<file path="config.mk">
export PLATFORM = sky130hd
export DESIGN_NAME = board_top
export DESIGN_NICKNAME = d
export VERILOG_FILES = /design/src/hw/board_pkg.sv /design/src/hw/board_dip.sv /design/src/hw/board_inputs.sv /design/src/hw/board_reset.sv /design/src/hw/board_top.sv
export VERILOG_INCLUDE_DIRS = /design/src /design/src/hw
export SDC_FILE = /design/constraint.sdc
export NUM_CORES = 1
export LEC_CHECK = 0
export ABC_AREA = 1
export BUFFER_PORTS_ARGS = -buffer_cell sky130_fd_sc_hd__buf_2
export CAP_MARGIN = 20
export CORE_MARGIN = 2
export CORE_UTILIZATION = 37
export DETAILED_ROUTE_END_ITERATION = 8
export PLACE_DENSITY = 0.8
export SLEW_MARGIN = 20
export SYNTH_ARGS = -nofsm -noshare
export SYNTH_HDL_FRONTEND = slang
export SYNTH_HIERARCHICAL = 1
export SYNTH_SLANG_ARGS = --single-unit
</file>
<file path="constraint.sdc">
create_clock -name clk_sys -period 1.1 [get_ports clk_sys]
set_clock_uncertainty 0.05 [all_clocks]
set_input_delay 0.22 -clock clk_sys [delete_from_list [all_inputs] [get_ports clk_sys]]
set_output_delay 0.22 -clock clk_sys [all_outputs]
set_load 0.005 [all_outputs]
</file>
<file path="src/hw/board_params.svh">
// widths, counts, pad bit positions, status bit positions and input polarity for the board glue
`ifndef BOARD_PARAMS_SVH
`define BOARD_PARAMS_SVH

// pads and joysticks
`define BOARD_PLAYERS           4
`define BOARD_PAD_W             16
`define BOARD_JOY_W             10
`define BOARD_BUTTONS           2     // buttons the game actually uses

// extra pad bits shift up with the button count
`define BOARD_START_BIT         (6 + `BOARD_BUTTONS - 2)
`define BOARD_COIN_BIT          (7 + `BOARD_BUTTONS - 2)
`define BOARD_PAUSE_BIT         (8 + `BOARD_BUTTONS - 2)

`define BOARD_RST_CNT_W         4     // reset stretch length is 2**W edges
`define BOARD_INPUTS_ACTIVE_LOW 1     // game sees inverted inputs

// osd status word
`define BOARD_ST_ROT            2
`define BOARD_ST_FLIP           10
`define BOARD_ST_TEST           11
`define BOARD_ST_NO_FM          13
`define BOARD_ST_NO_PSG         14
`define BOARD_ST_FX_LSB         15    // two bits wide

`endif

</file>
<file path="src/hw/board_pkg.sv">
// board_pkg with pad, key map, game control and dip setting types
`default_nettype none

`include "board_params.svh"

package board_pkg;

    typedef logic [`BOARD_PAD_W-1:0] pad_t;    // raw pad word from the framework
    typedef pad_t [`BOARD_PLAYERS-1:0] pads_t;

    typedef struct packed {
        logic [`BOARD_JOY_W-5:0] buttons;
        logic [3:0]              dirs;           // up/down/left/right order of the pad
    } game_joy_t;

    // keyboard after decoding
    typedef struct packed {
        game_joy_t                joy1;
        game_joy_t                joy2;
        logic [`BOARD_PLAYERS-1:0] start;
        logic [`BOARD_PLAYERS-1:0] coin;
        logic                     reset;
        logic                     pause;
        logic                     service;
        logic [3:0]               gfx;           // one per graphics layer
    } key_map_t;

    typedef struct packed {
        game_joy_t                joystick1;
        game_joy_t                joystick2;
        game_joy_t                joystick3;
        game_joy_t                joystick4;
        logic [`BOARD_PLAYERS-1:0] coin;
        logic [`BOARD_PLAYERS-1:0] start;
        logic                     service;
    } game_ctrl_t;

    typedef struct packed {
        logic       rot_control;
        logic       flip;
        logic       test;
        logic       enable_fm;
        logic       enable_psg;
        logic [1:0] fxlevel;
        logic       pause;       // active low
    } dip_cfg_t;

endpackage

`default_nettype wire

</file>
<file path="src/hw/board_dip.sv">
// board_dip: registered decode of the osd status word and pause state
`timescale 1ns/1ps
`default_nettype none

`include "board_params.svh"

module board_dip (
    input  logic                clk_sys,
    input  logic [31:0]         status,
    input  logic                game_pause,
    output board_pkg::dip_cfg_t dip_cfg
);

    import board_pkg::*;

    dip_cfg_t cfg_d;

    always_comb begin
        cfg_d.rot_control = status[`BOARD_ST_ROT];
        cfg_d.flip        = status[`BOARD_ST_FLIP];
        cfg_d.test        = status[`BOARD_ST_TEST];

        // status holds disable bits for the sound chips
        cfg_d.enable_fm   = ~status[`BOARD_ST_NO_FM];
        cfg_d.enable_psg  = ~status[`BOARD_ST_NO_PSG];

        cfg_d.fxlevel     = status[`BOARD_ST_FX_LSB +: 2];
        cfg_d.pause       = ~game_pause;   // game expects low while paused
    end

    // one register stage
    always_ff @(posedge clk_sys) begin
        dip_cfg <= cfg_d;
    end

endmodule

`default_nettype wire

</file>
<file path="src/hw/board_inputs.sv">
// board_inputs: pad sync, key merge, rotation, inversion, pause/gfx toggles and soft reset
`timescale 1ns/1ps
`default_nettype none

`include "board_params.svh"

module board_inputs (
    input  logic                  clk_sys,
    input  logic                  sys_rst,
    input  logic                  rot_control,
    input  board_pkg::pads_t      pads,
    input  board_pkg::key_map_t   keys,
    output board_pkg::game_ctrl_t game_ctrl,
    output logic [3:0]            gfx_en,
    output logic                  game_pause,
    output logic                  soft_rst
);

    import board_pkg::*;

    localparam logic INV = 1'(`BOARD_INPUTS_ACTIVE_LOW);

    pads_t                     pads_q;        // single sync stage
    logic [`BOARD_PLAYERS-1:0] pad_coin;
    logic [`BOARD_PLAYERS-1:0] pad_start;
    logic                      joy_pause;
    logic                      last_key_pause;
    logic                      last_joy_pause;
    logic                      last_key_reset;
    logic [3:0]                last_gfx;
    game_joy_t                 joy1_mix;
    game_joy_t                 joy2_mix;

    // quarter turn of the directions, buttons untouched, then polarity
    function automatic game_joy_t map_joy(input game_joy_t joy, input logic rot);
        game_joy_t res;
        res = joy;
        if (rot) begin
            res.dirs = {joy.dirs[0], joy.dirs[1], joy.dirs[3], joy.dirs[2]};
        end
        res = res ^ {`BOARD_JOY_W{INV}};
        return res;
    endfunction

    always_comb begin
        for (int p = 0; p < `BOARD_PLAYERS; p++) begin
            pad_coin[p]  = pads_q[p][`BOARD_COIN_BIT];
            pad_start[p] = pads_q[p][`BOARD_START_BIT];
        end
    end

    assign joy_pause = pads_q[0][`BOARD_PAUSE_BIT] | pads_q[1][`BOARD_PAUSE_BIT];

    // keyboard only drives players 1 and 2
    assign joy1_mix = pads_q[0][`BOARD_JOY_W-1:0] | keys.joy1;
    assign joy2_mix = pads_q[1][`BOARD_JOY_W-1:0] | keys.joy2;

    always_ff @(posedge clk_sys) begin
        pads_q         <= pads;
        last_key_pause <= keys.pause;
        last_joy_pause <= joy_pause;
        last_key_reset <= keys.reset;
        last_gfx       <= keys.gfx;

        game_ctrl.joystick1 <= map_joy(joy1_mix, rot_control);
        game_ctrl.joystick2 <= map_joy(joy2_mix, rot_control);
        game_ctrl.joystick3 <= pads_q[2][`BOARD_JOY_W-1:0] ^ {`BOARD_JOY_W{INV}};  // no rotation
        game_ctrl.joystick4 <= pads_q[3][`BOARD_JOY_W-1:0] ^ {`BOARD_JOY_W{INV}};
        game_ctrl.coin      <= {`BOARD_PLAYERS{INV}} ^ (pad_coin | keys.coin);
        game_ctrl.start     <= {`BOARD_PLAYERS{INV}} ^ (pad_start | keys.start);

        if (sys_rst) begin
            game_ctrl.service <= INV;
            game_pause        <= 1'b0;
            soft_rst          <= 1'b0;
            gfx_en            <= 4'hf;   // all layers on
        end else begin
            game_ctrl.service <= keys.service ^ INV;
            soft_rst          <= keys.reset & ~last_key_reset;

            // either source toggles, holding it does nothing more
            if ((keys.pause & ~last_key_pause) | (joy_pause & ~last_joy_pause)) begin
                game_pause <= ~game_pause;
            end

            for (int g = 0; g < 4; g++) begin
                if (keys.gfx[g] & ~last_gfx[g]) begin
                    gfx_en[g] <= ~gfx_en[g];
                end
            end
        end
    end

endmodule

`default_nettype wire

</file>
<file path="src/hw/board_reset.sv">
// board_reset: system and game reset stretchers with active-low deassert chains
`timescale 1ns/1ps
`default_nettype none

`include "board_params.svh"

module board_reset (
    input  logic clk_sys,
    input  logic rst,
    input  logic downloading,
    input  logic rst_req,
    input  logic soft_rst,
    input  logic flip,
    output logic sys_rst,
    output logic sys_rst_n,
    output logic game_rst,
    output logic game_rst_n
);

    localparam int CW = `BOARD_RST_CNT_W;
    localparam logic [CW-1:0] CNT_MAX = '1;

    // index 0 is the system reset, index 1 the game reset
    logic              flip_q;
    logic [1:0]        trig;
    logic [1:0][CW-1:0] cnt;
    logic [1:0]        stretch;
    logic [1:0]        assert_src;
    logic [1:0]        pre_n;
    logic [1:0]        rst_n_q;

    always_ff @(posedge clk_sys) begin
        flip_q <= flip;  // a screen flip restarts the game
    end

    assign trig[0] = rst;
    assign trig[1] = sys_rst | downloading | rst_req | soft_rst | (flip ^ flip_q);

    // both counters restart on their trigger and saturate at CNT_MAX,
    // so the output drops on the 16th edge after the last trigger
    always_ff @(posedge clk_sys) begin
        for (int i = 0; i < 2; i++) begin
            if (trig[i]) begin
                cnt[i]     <= '0;
                stretch[i] <= 1'b1;
            end else if (cnt[i] != CNT_MAX) begin
                cnt[i]     <= cnt[i] + 1'b1;
                stretch[i] <= 1'b1;
            end else begin
                stretch[i] <= 1'b0;  // saturated
            end
        end
    end

    assign sys_rst  = stretch[0];
    assign game_rst = stretch[1];

    assign assert_src = {game_rst, sys_rst | downloading};

    // asserts one edge after the source, releases two edges after it clears
    always_ff @(posedge clk_sys) begin
        for (int i = 0; i < 2; i++) begin
            if (assert_src[i]) begin
                pre_n[i]   <= 1'b0;
                rst_n_q[i] <= 1'b0;
            end else begin
                pre_n[i]   <= 1'b1;
                rst_n_q[i] <= pre_n[i];
            end
        end
    end

    assign sys_rst_n  = rst_n_q[0];
    assign game_rst_n = rst_n_q[1];

endmodule

`default_nettype wire

</file>
<file path="src/hw/board_top.sv">
// board_top: reset generation, input mapping and dip decode for the clk_sys domain
`timescale 1ns/1ps
`default_nettype none

module board_top (
    input  logic                  clk_sys,
    input  logic                  rst,
    input  logic                  rst_req,
    input  logic                  downloading,
    input  logic [31:0]           status,
    input  board_pkg::key_map_t   keys,      // already in clk_sys
    input  board_pkg::pads_t      pads,      // asynchronous
    output logic                  sys_rst,
    output logic                  sys_rst_n,
    output logic                  game_rst,
    output logic                  game_rst_n,
    output board_pkg::game_ctrl_t game_ctrl,
    output logic [3:0]            gfx_en,
    output board_pkg::dip_cfg_t   dip_cfg
);

    logic game_pause;
    logic soft_rst;    // one cycle pulse from the reset key

    board_reset u_reset (
        .clk_sys     ( clk_sys       ),
        .rst         ( rst           ),
        .downloading ( downloading   ),
        .rst_req     ( rst_req       ),
        .soft_rst    ( soft_rst      ),
        .flip        ( dip_cfg.flip  ),  // flip change restarts the game
        .sys_rst     ( sys_rst       ),
        .sys_rst_n   ( sys_rst_n     ),
        .game_rst    ( game_rst      ),
        .game_rst_n  ( game_rst_n    )
    );

    board_inputs u_inputs (
        .clk_sys     ( clk_sys             ),
        .sys_rst     ( sys_rst             ),
        .rot_control ( dip_cfg.rot_control ),
        .pads        ( pads                ),
        .keys        ( keys                ),
        .game_ctrl   ( game_ctrl           ),
        .gfx_en      ( gfx_en              ),
        .game_pause  ( game_pause          ),
        .soft_rst    ( soft_rst            )
    );

    board_dip u_dip (
        .clk_sys     ( clk_sys    ),
        .status      ( status     ),
        .game_pause  ( game_pause ),
        .dip_cfg     ( dip_cfg    )
    );

endmodule

`default_nettype wire
</file>
==> metrics.md, run 1 <==
| Metric | Value |
|---|---|
| Status | `complete, but fails checks` |
| Failing checks | `setup timing` |
| Most frequent cell after synthesis | `dfxtp_1` |
| IO Count | `200` |
| Yosys warns | `6` |
| First-pass GRT wire length | `13.2 mm` |
| Row count | `34` |
| Initial antenna violation count | `0` |
| Final Slew Violations | `0` |
| Worst path bufs/invs | `1` |
| Vias post-DR | `between 2,000 and 3,000` |
| Later-pin clock latency in the skew report | `about 0.50 ns` |
| Overall Global Routing Usage | `0.177` |
| DRC viols | `0` |
| Multi-input logic area | `568 µm²` |
| # setup viols final | `65` |
| CORE AREA | `~0.0086 mm²` |
| Final nets | `~700` |
| CP top delay family | `flip-flops` |
| Leakage | `0.00286 µW` |
| Die X | `97.3 µm` |
| Synthesized cell area | `0.00322 mm²` |
| Sequential power share | `0.432` |
| Pwr dens | `~1900 mW/mm²` |
| Vias per cell | `about 4.2` |
| DP Wirelength | `around 4.4 mm` |
| Synth Flop Type | `dfxtp_1` |
| Largest net degree at the start of global routing | `17` |
| Worst Hold Slack | `0.295 ns` |
| Total gr overflow | `0` |
| Worst setup path class | `register to output port` |
| Net Switching | `2350 µW` |
| Met3 wire length | `between 500 and 600 µm` |
| Switching Fraction | `0.210` |
| Post-DRT Antenna Nets | `0` |
| TritonCTS Sinks | `125` |
| Yosys reg bits | `~130` |
| Hold Crit Class | `input pin to register` |
| Synth top cells by count | `dfxtp_1 (125), inv_1 (49), nor2_1 (43), nand2_1 (31), o21ai_0 (9)` |
| Comb pwr share | `0.062` |
| DRT iter0 DRCs | `34` |
| Crit-path max cell delay | `roughly 0.35 ns` |
| Min Tclk post-route | `1.22 ns` |
| Synth async-reset ratio | `0` |
| Vias in the first global route | `approximately 3,000` |
| Setup ws final | `-0.120 ns` |
| Area leader, netlist | `dfxtp_1` |
| Internal Power | `a little under 9000 µW` |
| WL met1 | `3.00 mm` |
| Critical path arrival | `0.95 ns` |
| Share of cells above drive strength 1 | `0.417` |
| Dominant cells by area after synthesis | `dfxtp_1 (78%), inv_1 (5.7%), nor2_1 (5.0%), nand2_1 (3.6%), o21ai_0 (1.4%)` |
| Maximum VDD drop | `~1.1 mV` |
| Max_cap viols | `0` |
| Number of port buffers | `150` |
| Num CTS Buffers | `17` |
| Avg Synthesized Cell Area | `11.1 µm²` |
| Post-Route Setup TNS | `-5.70 ns` |
| Sequential area share after synthesis | `0.777` |
| Post-synth top area share | `0.777` |
| Dpl cells | `about 550` |
| TritonCTS clock tree | `yes` |
| Pwr Total | `around 11,000 µW` |
| Post-synth cell types | `20` |
| Crit path max fanout | `2` |
| Die height | `around 97 µm` |
| Post-synth EDFFs | `0` |
| Fin cells | `676` |
| Syn-to-layout area delta | `82.0%` |
| Share of total power in the clock network | `0.506` |
| Drt wl/cell | `between 10 and 15 µm` |
| Dpl ws | `-0.0597 ns` |
| FF+latch area | `approximately 0.0025 mm²` |
| Total Wirelength | `slightly above 8 mm` |
| First-pass detailed-route iteration total | `4` |
| Worst setup EP type | `output port` |
| Clock Path Buffers | `2` |
| Cells after Synth | `between 200 and 300` |
| Critical path required time | `between 0.8 and 0.9 ns` |
| H-tree depth | `4` |
| DR WL met2 | `around 4.6 mm` |
| GP Congestion | `around 0.77` |
| Die area | `between 0.009 and 0.01 mm²` |
| Fmax | `between 800 and 900 MHz` |
| Slowest CP cell | `dfxtp_2` |
| Fill cells | `between 600 and 700` |
| Worst-path clk slew | `0.06 ns` |
| Crit-path cells | `buf_6` |
| # diodes | `0` |
| Worst Tran Pin Value | `around 0.28 ns` |
| Worst setup SP type | `register` |
| Top layer in use | `met4` |
| Hold Violations, Final | `0` |
| Root Buffer | `clkbuf_8` |
| Relative slew slack | `0.816` |
| Mapped Nets | `426` |
| Initial core utilization | `0.375` |
| Part of the cycle the worst path needs | `1.11` |
| RSZ-0062 raised after global routing | `yes` |
[stage by stage]
stage	util	area (µm²)
finish	0.682	5860
global route	0.682	5860
CTS	0.660	5670
detailed placement	0.478	4110
global placement	0.478	4110
floorplan	-	3220
[state kept, by name (all words and copies together), names as in the netlist, 2 cells and up]
register / flops
u_reset/rst_n_q: 2
u_inputs/game_ctrl: 49
u_inputs/pad_coin: 4
u_inputs/pad_start: 4
u_inputs/last_gfx: 4
u_reset/cnt: 8
u_dip/dip_cfg: 8
u_inputs/gfx_en: 4
u_reset/pre_n: 2
u_inputs/pads_q: 32
u_reset/stretch: 2
[final timing paths]
path	slack (ns)	to	cells past startpoint	from
hold / removal	0.29	u_inputs/pads_q[52]$_DFF_P_	2	pads[52]
hold reg to reg	0.30	u_inputs/game_ctrl[23]$_DFF_P_	1	u_inputs/pads_q[36]$_DFF_P_
setup reg to reg	0.05	u_reset/cnt[7]$_SDFFE_PP0P_	6	u_reset/stretch[0]$_SDFF_PP1_
setup / recovery	-0.12	game_rst	1	u_reset/stretch[1]$_SDFF_PP1_
[layout by cell type, fill, tap and decap left out]
master	instances
dlygate4sd3_1	85
buf_2	134
clkbuf_16	16
a21oi_1	6
dfxtp_1	93
inv_8	1
dfxtp_2	30
ha_4	2
xor2_1	1
clkinv_4	4
nand2_1	30
o21ai_0	9
inv_1	47
bufinv_16	3
o21ai_1	1
nand3b_1	4
buf_4	11
nor3b_1	1
nor2_1	43
a31oi_1	1
dfxtp_4	2
nand4_1	2
inv_2	2
clkinvlp_4	1
clkbuf_8	3
nor3_1	5
nand3_4	1
buf_6	18
or2_2	1
nor2_4	2
nand3_1	3
nand2_2	2
inv_6	4
[layout make-up]
| class | count | area share |
|---|---|---|
| sequential | 125 | 0.435 |
| timing repair buffer | 248 | 0.308 |
| clock buffer | 19 | 0.0753 |
| multi-input combinational | 114 | 0.0969 |
| inverter | 49 | 0.0314 |
| tap | 108 | 0.0231 |
| clock inverter | 13 | 0.0305 |
[kinds of logic after synthesis]
logic type	Yosys count	synth area share
xor+xnor	1	0.00272
simple gates	94	0.125
fa+ha+maj	2	0.00777
compound gates	17	0.0268
flops	125	0.777
buf+inv	50	0.0606
[timing repair]
action	CTS	global route
buffers inserted	8	3
pin swaps	1	6
hold endpoints to repair	95	0
endpoints found under the setup margin	70	72
hold buffers	85	0
gates resized for setup	15	47
[metal layers]
metal | vias up | global-route usage
met4 | 0 | 0.0780
met2 | 116 | 0.333
met5 | - | 0
met1 | 1289 | 0.167
met3 | 16 | 0.0719
li1 | 1407 | -
[power by group through the flow]
stage | sequential (µW) | clock [µW] | combinational, µW
after global routing | 4850 | 6030 | 756
after floorplan | 4920 | 0 | 94.3
after global placement | 4900 | 0 | 376
after detailed placement | 4920 | 0 | 394
after CTS | 4820 | 5820 | 635
final | 4840 | 5670 | 689
(Power assumes the default switching activity.)
==> run 2: changes to the inputs <==
--- a/config.mk
+++ b/config.mk
@@ -11,6 +11,7 @@
 export CAP_MARGIN = 20
 export CORE_MARGIN = 2
 export CORE_UTILIZATION = 37
+export CTS_BUF_LIST = sky130_fd_sc_hd__clkbuf_16
 export DETAILED_ROUTE_END_ITERATION = 8
 export PLACE_DENSITY = 0.8
 export SLEW_MARGIN = 20
==> run 2 against run 1 <==
Effect of this change:
- the flow finishes with violations (hold timing, setup timing)
- core utilization fell by 1.3 points
- count of clock-buffer cells in the layout decreased by 2
- combinational power down 5.7%
- register-to-register slack about the same
- hold slack worse by 0.32 ns
- total power is 0.61% lower
- sequential share of layout area up 0.83 points
- fmax rose by 9.1%
- worst setup slack gained 0.10 ns
==> metrics.md, run 2 (synthesis gave the netlist of run 1 again) <==
| Metric | Value |
|---|---|
| IO Count | `200` |
| Setup ws final | `-0.0182 ns` |
| H-tree depth | `4` |
| Commonest non-fill, non-tap cells in the layout | `buf_2 (134), dfxtp_1 (95), dlygate4sd3_1 (75)` |
| R2R Setup Slk | `approximately 0.060 ns` |
| Hold EP | `u_reset/pre_n[0]$_DFF_P_` |
| DRT iter0 DRCs | `43` |
| GR met1 Demand/Resource | `0.161` |
| Clock Path Buffers | `2` |
| Vias post-DR | `between 2,000 and 3,000` |
| Die height | `between 90 and 100 µm` |
| M2 GR Usage | `0.324` |
| Commonest non-fill, non-tap cell in the layout | `buf_2` |
| Final Slew Violations | `0` |
| Max_cap viols | `0` |
| Leakage | `roughly 0.0028 µW` |
| First-pass GRT wire length | `roughly 13 mm` |
| CP top delay family | `flip-flops` |
| Dpl cells | `approximately 550` |
| Final nets | `682` |
| RSZ-0062 raised after global routing | `yes` |
| Hold Crit Depth | `2` |
| FF+latch area | `~0.0025 mm²` |
| Worst setup path class | `register to output port` |
| Biggest regs | `u_inputs/game_ctrl: 49 flops, u_inputs/pads_q: 32 flops` |
| Cts hold-fix bufs | `76` |
| Worst setup SP type | `register` |
| Reg-to-reg critical path endpoint | `u_reset/cnt[7]$_SDFFE_PP0P_` |
| DP Wirelength | `roughly 4.4 mm` |
| Vias in the first global route | `2,915` |
| Initial core utilization | `0.375` |
| Min Tclk post-route | `about 1.1 ns` |
| Post-DRT Antenna Nets | `0` |
| Overall Global Routing Usage | `0.170` |
| GP Congestion | `between 0.7 and 0.8` |
| Critical path arrival | `between 0.8 and 0.9 ns` |
| # setup viols final | `5` |
| Reg-to-reg startpoint | `u_reset/stretch[0]$_SDFF_PP1_` |
| Crit path max fanout | `2` |
| Number of port buffers | `150` |
| Die X | `~97 µm` |
| Relative slew slack | `0.853` |
| Hold Crit Class | `input pin to register` |
| TritonCTS clock tree | `yes` |
| Maximum VDD drop | `1.07 mV` |
| Die area | `about 0.0095 mm²` |
| Top Usage Layer GRT | `met2` |
| Slowest CP cell | `dfxtp_2` |
| Total Wirelength | `between 7 and 8 mm` |
| Fmax | `894 MHz` |
| DRC viols | `0` |
| Worst path bufs/invs | `1` |
| Worst Tran Pin Value | `0.218 ns` |
| TritonCTS Sinks | `roughly 130` |
| Crit-path cells | `buf_6` |
| Status | `complete, but fails checks` |
| First-pass detailed-route iteration total | `4` |
| Later-pin clock latency in the skew report | `0.40 ns` |
| Placed Area | `slightly above 0.004 mm²` |
| Hold Violations, Final | `2` |
| Row count | `34` |
| Most flop-heavy register | `u_inputs/game_ctrl` |
| Part of the cycle the worst path needs | `1.02` |
| Vias per cell | `approximately 4.2` |
| Min-delay src | `downloading` |
| Fill cells | `around 640` |
| Largest net degree at the start of global routing | `17` |
| Drt wl/cell | `around 12 µm` |
| Worst setup EP type | `output port` |
| Initial antenna violation count | `0` |
| CORE AREA | `0.00859 mm²` |
| Post-route cell area | `between 0.005 and 0.006 mm²` |
| Root Buffer | `clkbuf_16` |
| Crit-path max cell delay | `roughly 0.35 ns` |
| Multi-input logic area | `roughly 570 µm²` |
| Critical path required time | `between 0.8 and 0.9 ns` |
| R2r worst-path depth | `6` |
| Worst-path clk slew | `~0.06 ns` |
| Failing checks | `hold timing, setup timing` |
| # diodes | `0` |
| Total gr overflow | `0` |
| Num CTS Buffers | `17` |
| Share of cells above drive strength 1 | `0.418` |
| Worst Hold Slack | `-0.0257 ns` |
| Pwr dens | `between 1500 and 2000 mW/mm²` |
| GR Util met3 | `0.0619` |
| Fin cells | `roughly 670` |
| Syn-to-layout area delta | `78.4%` |
| Largest register FFs | `about 50` |
==> run 2: per-layer routing <==
layer | wire length [µm] | part of all wire
met3 | 520 | 0.065
met2 | 4480 | 0.56
met5 | 0 | 0
met4 | 129 | 0.016
met1 | 2820 | 0.35
==> run 2: power breakdown <==
part / total [µW] / switching (µW) / internal [µW]
logic: 650 / 220 / 430
registers: 4830 / 81.3 / 4750
clock network: 5640 / 2040 / 3600
total: 11100 / 2340 / 8780
==> run 2: how the worst max path moves through the flow <==
| stage | from | end | slack, ns | cells past startpoint |
|---|---|---|---|---|
| global route | u_reset/stretch[1]$_SDFF_PP1_ | game_rst | -0.06 | 1 |
| global placement | u_reset/cnt[4]$_SDFFE_PP0P_ | u_reset/cnt[4]$_SDFFE_PP0P_ | 0.009 | 7 |
| detailed placement | u_reset/cnt[4]$_SDFFE_PP0P_ | u_reset/cnt[5]$_SDFFE_PP0P_ | -0.06 | 7 |
| CTS | u_reset/stretch[1]$_SDFF_PP1_ | game_rst | -0.03 | 1 |
| floorplan | u_reset/cnt[4]$_SDFFE_PP0P_ | u_reset/cnt[4]$_SDFFE_PP0P_ | 0.05 | 7 |
| finish | u_reset/stretch[1]$_SDFF_PP1_ | game_rst | -0.02 | 1 |
==> run 2: area by class of cell <==
class | instances | area share
Clock buffer | 17 | 0.0740
Tap cell | 108 | 0.0235
Timing Repair Buffer | 238 | 0.296
Multi-Input combinational cell | 114 | 0.0988
Sequential cell | 125 | 0.443
Clock inverter | 15 | 0.0324
Inverter | 49 | 0.0320
==> run 2: stage by stage <==
step	setup slack, ns	utilization	power (µW)	setup TNS [ns]
2_1_floorplan	0.0519	-	5020	0
3_3_place_gp	0.00925	0.478	5280	0
3_5_place_dp	-0.0597	0.478	5310	-0.153
4_1_cts	-0.0333	0.648	11200	-0.228
5_1_grt	-0.0603	0.669	11600	-1.36
6_report	-0.0182	0.669	11100	-0.0539
==> run 2: timing repair <==
action	CTS	global route
setup buffers	8	3
pin swaps	1	4
setup endpoints to repair	27	71
gates resized for setup	15	44
gates cloned	0	0
endpoints found under the hold margin	78	2
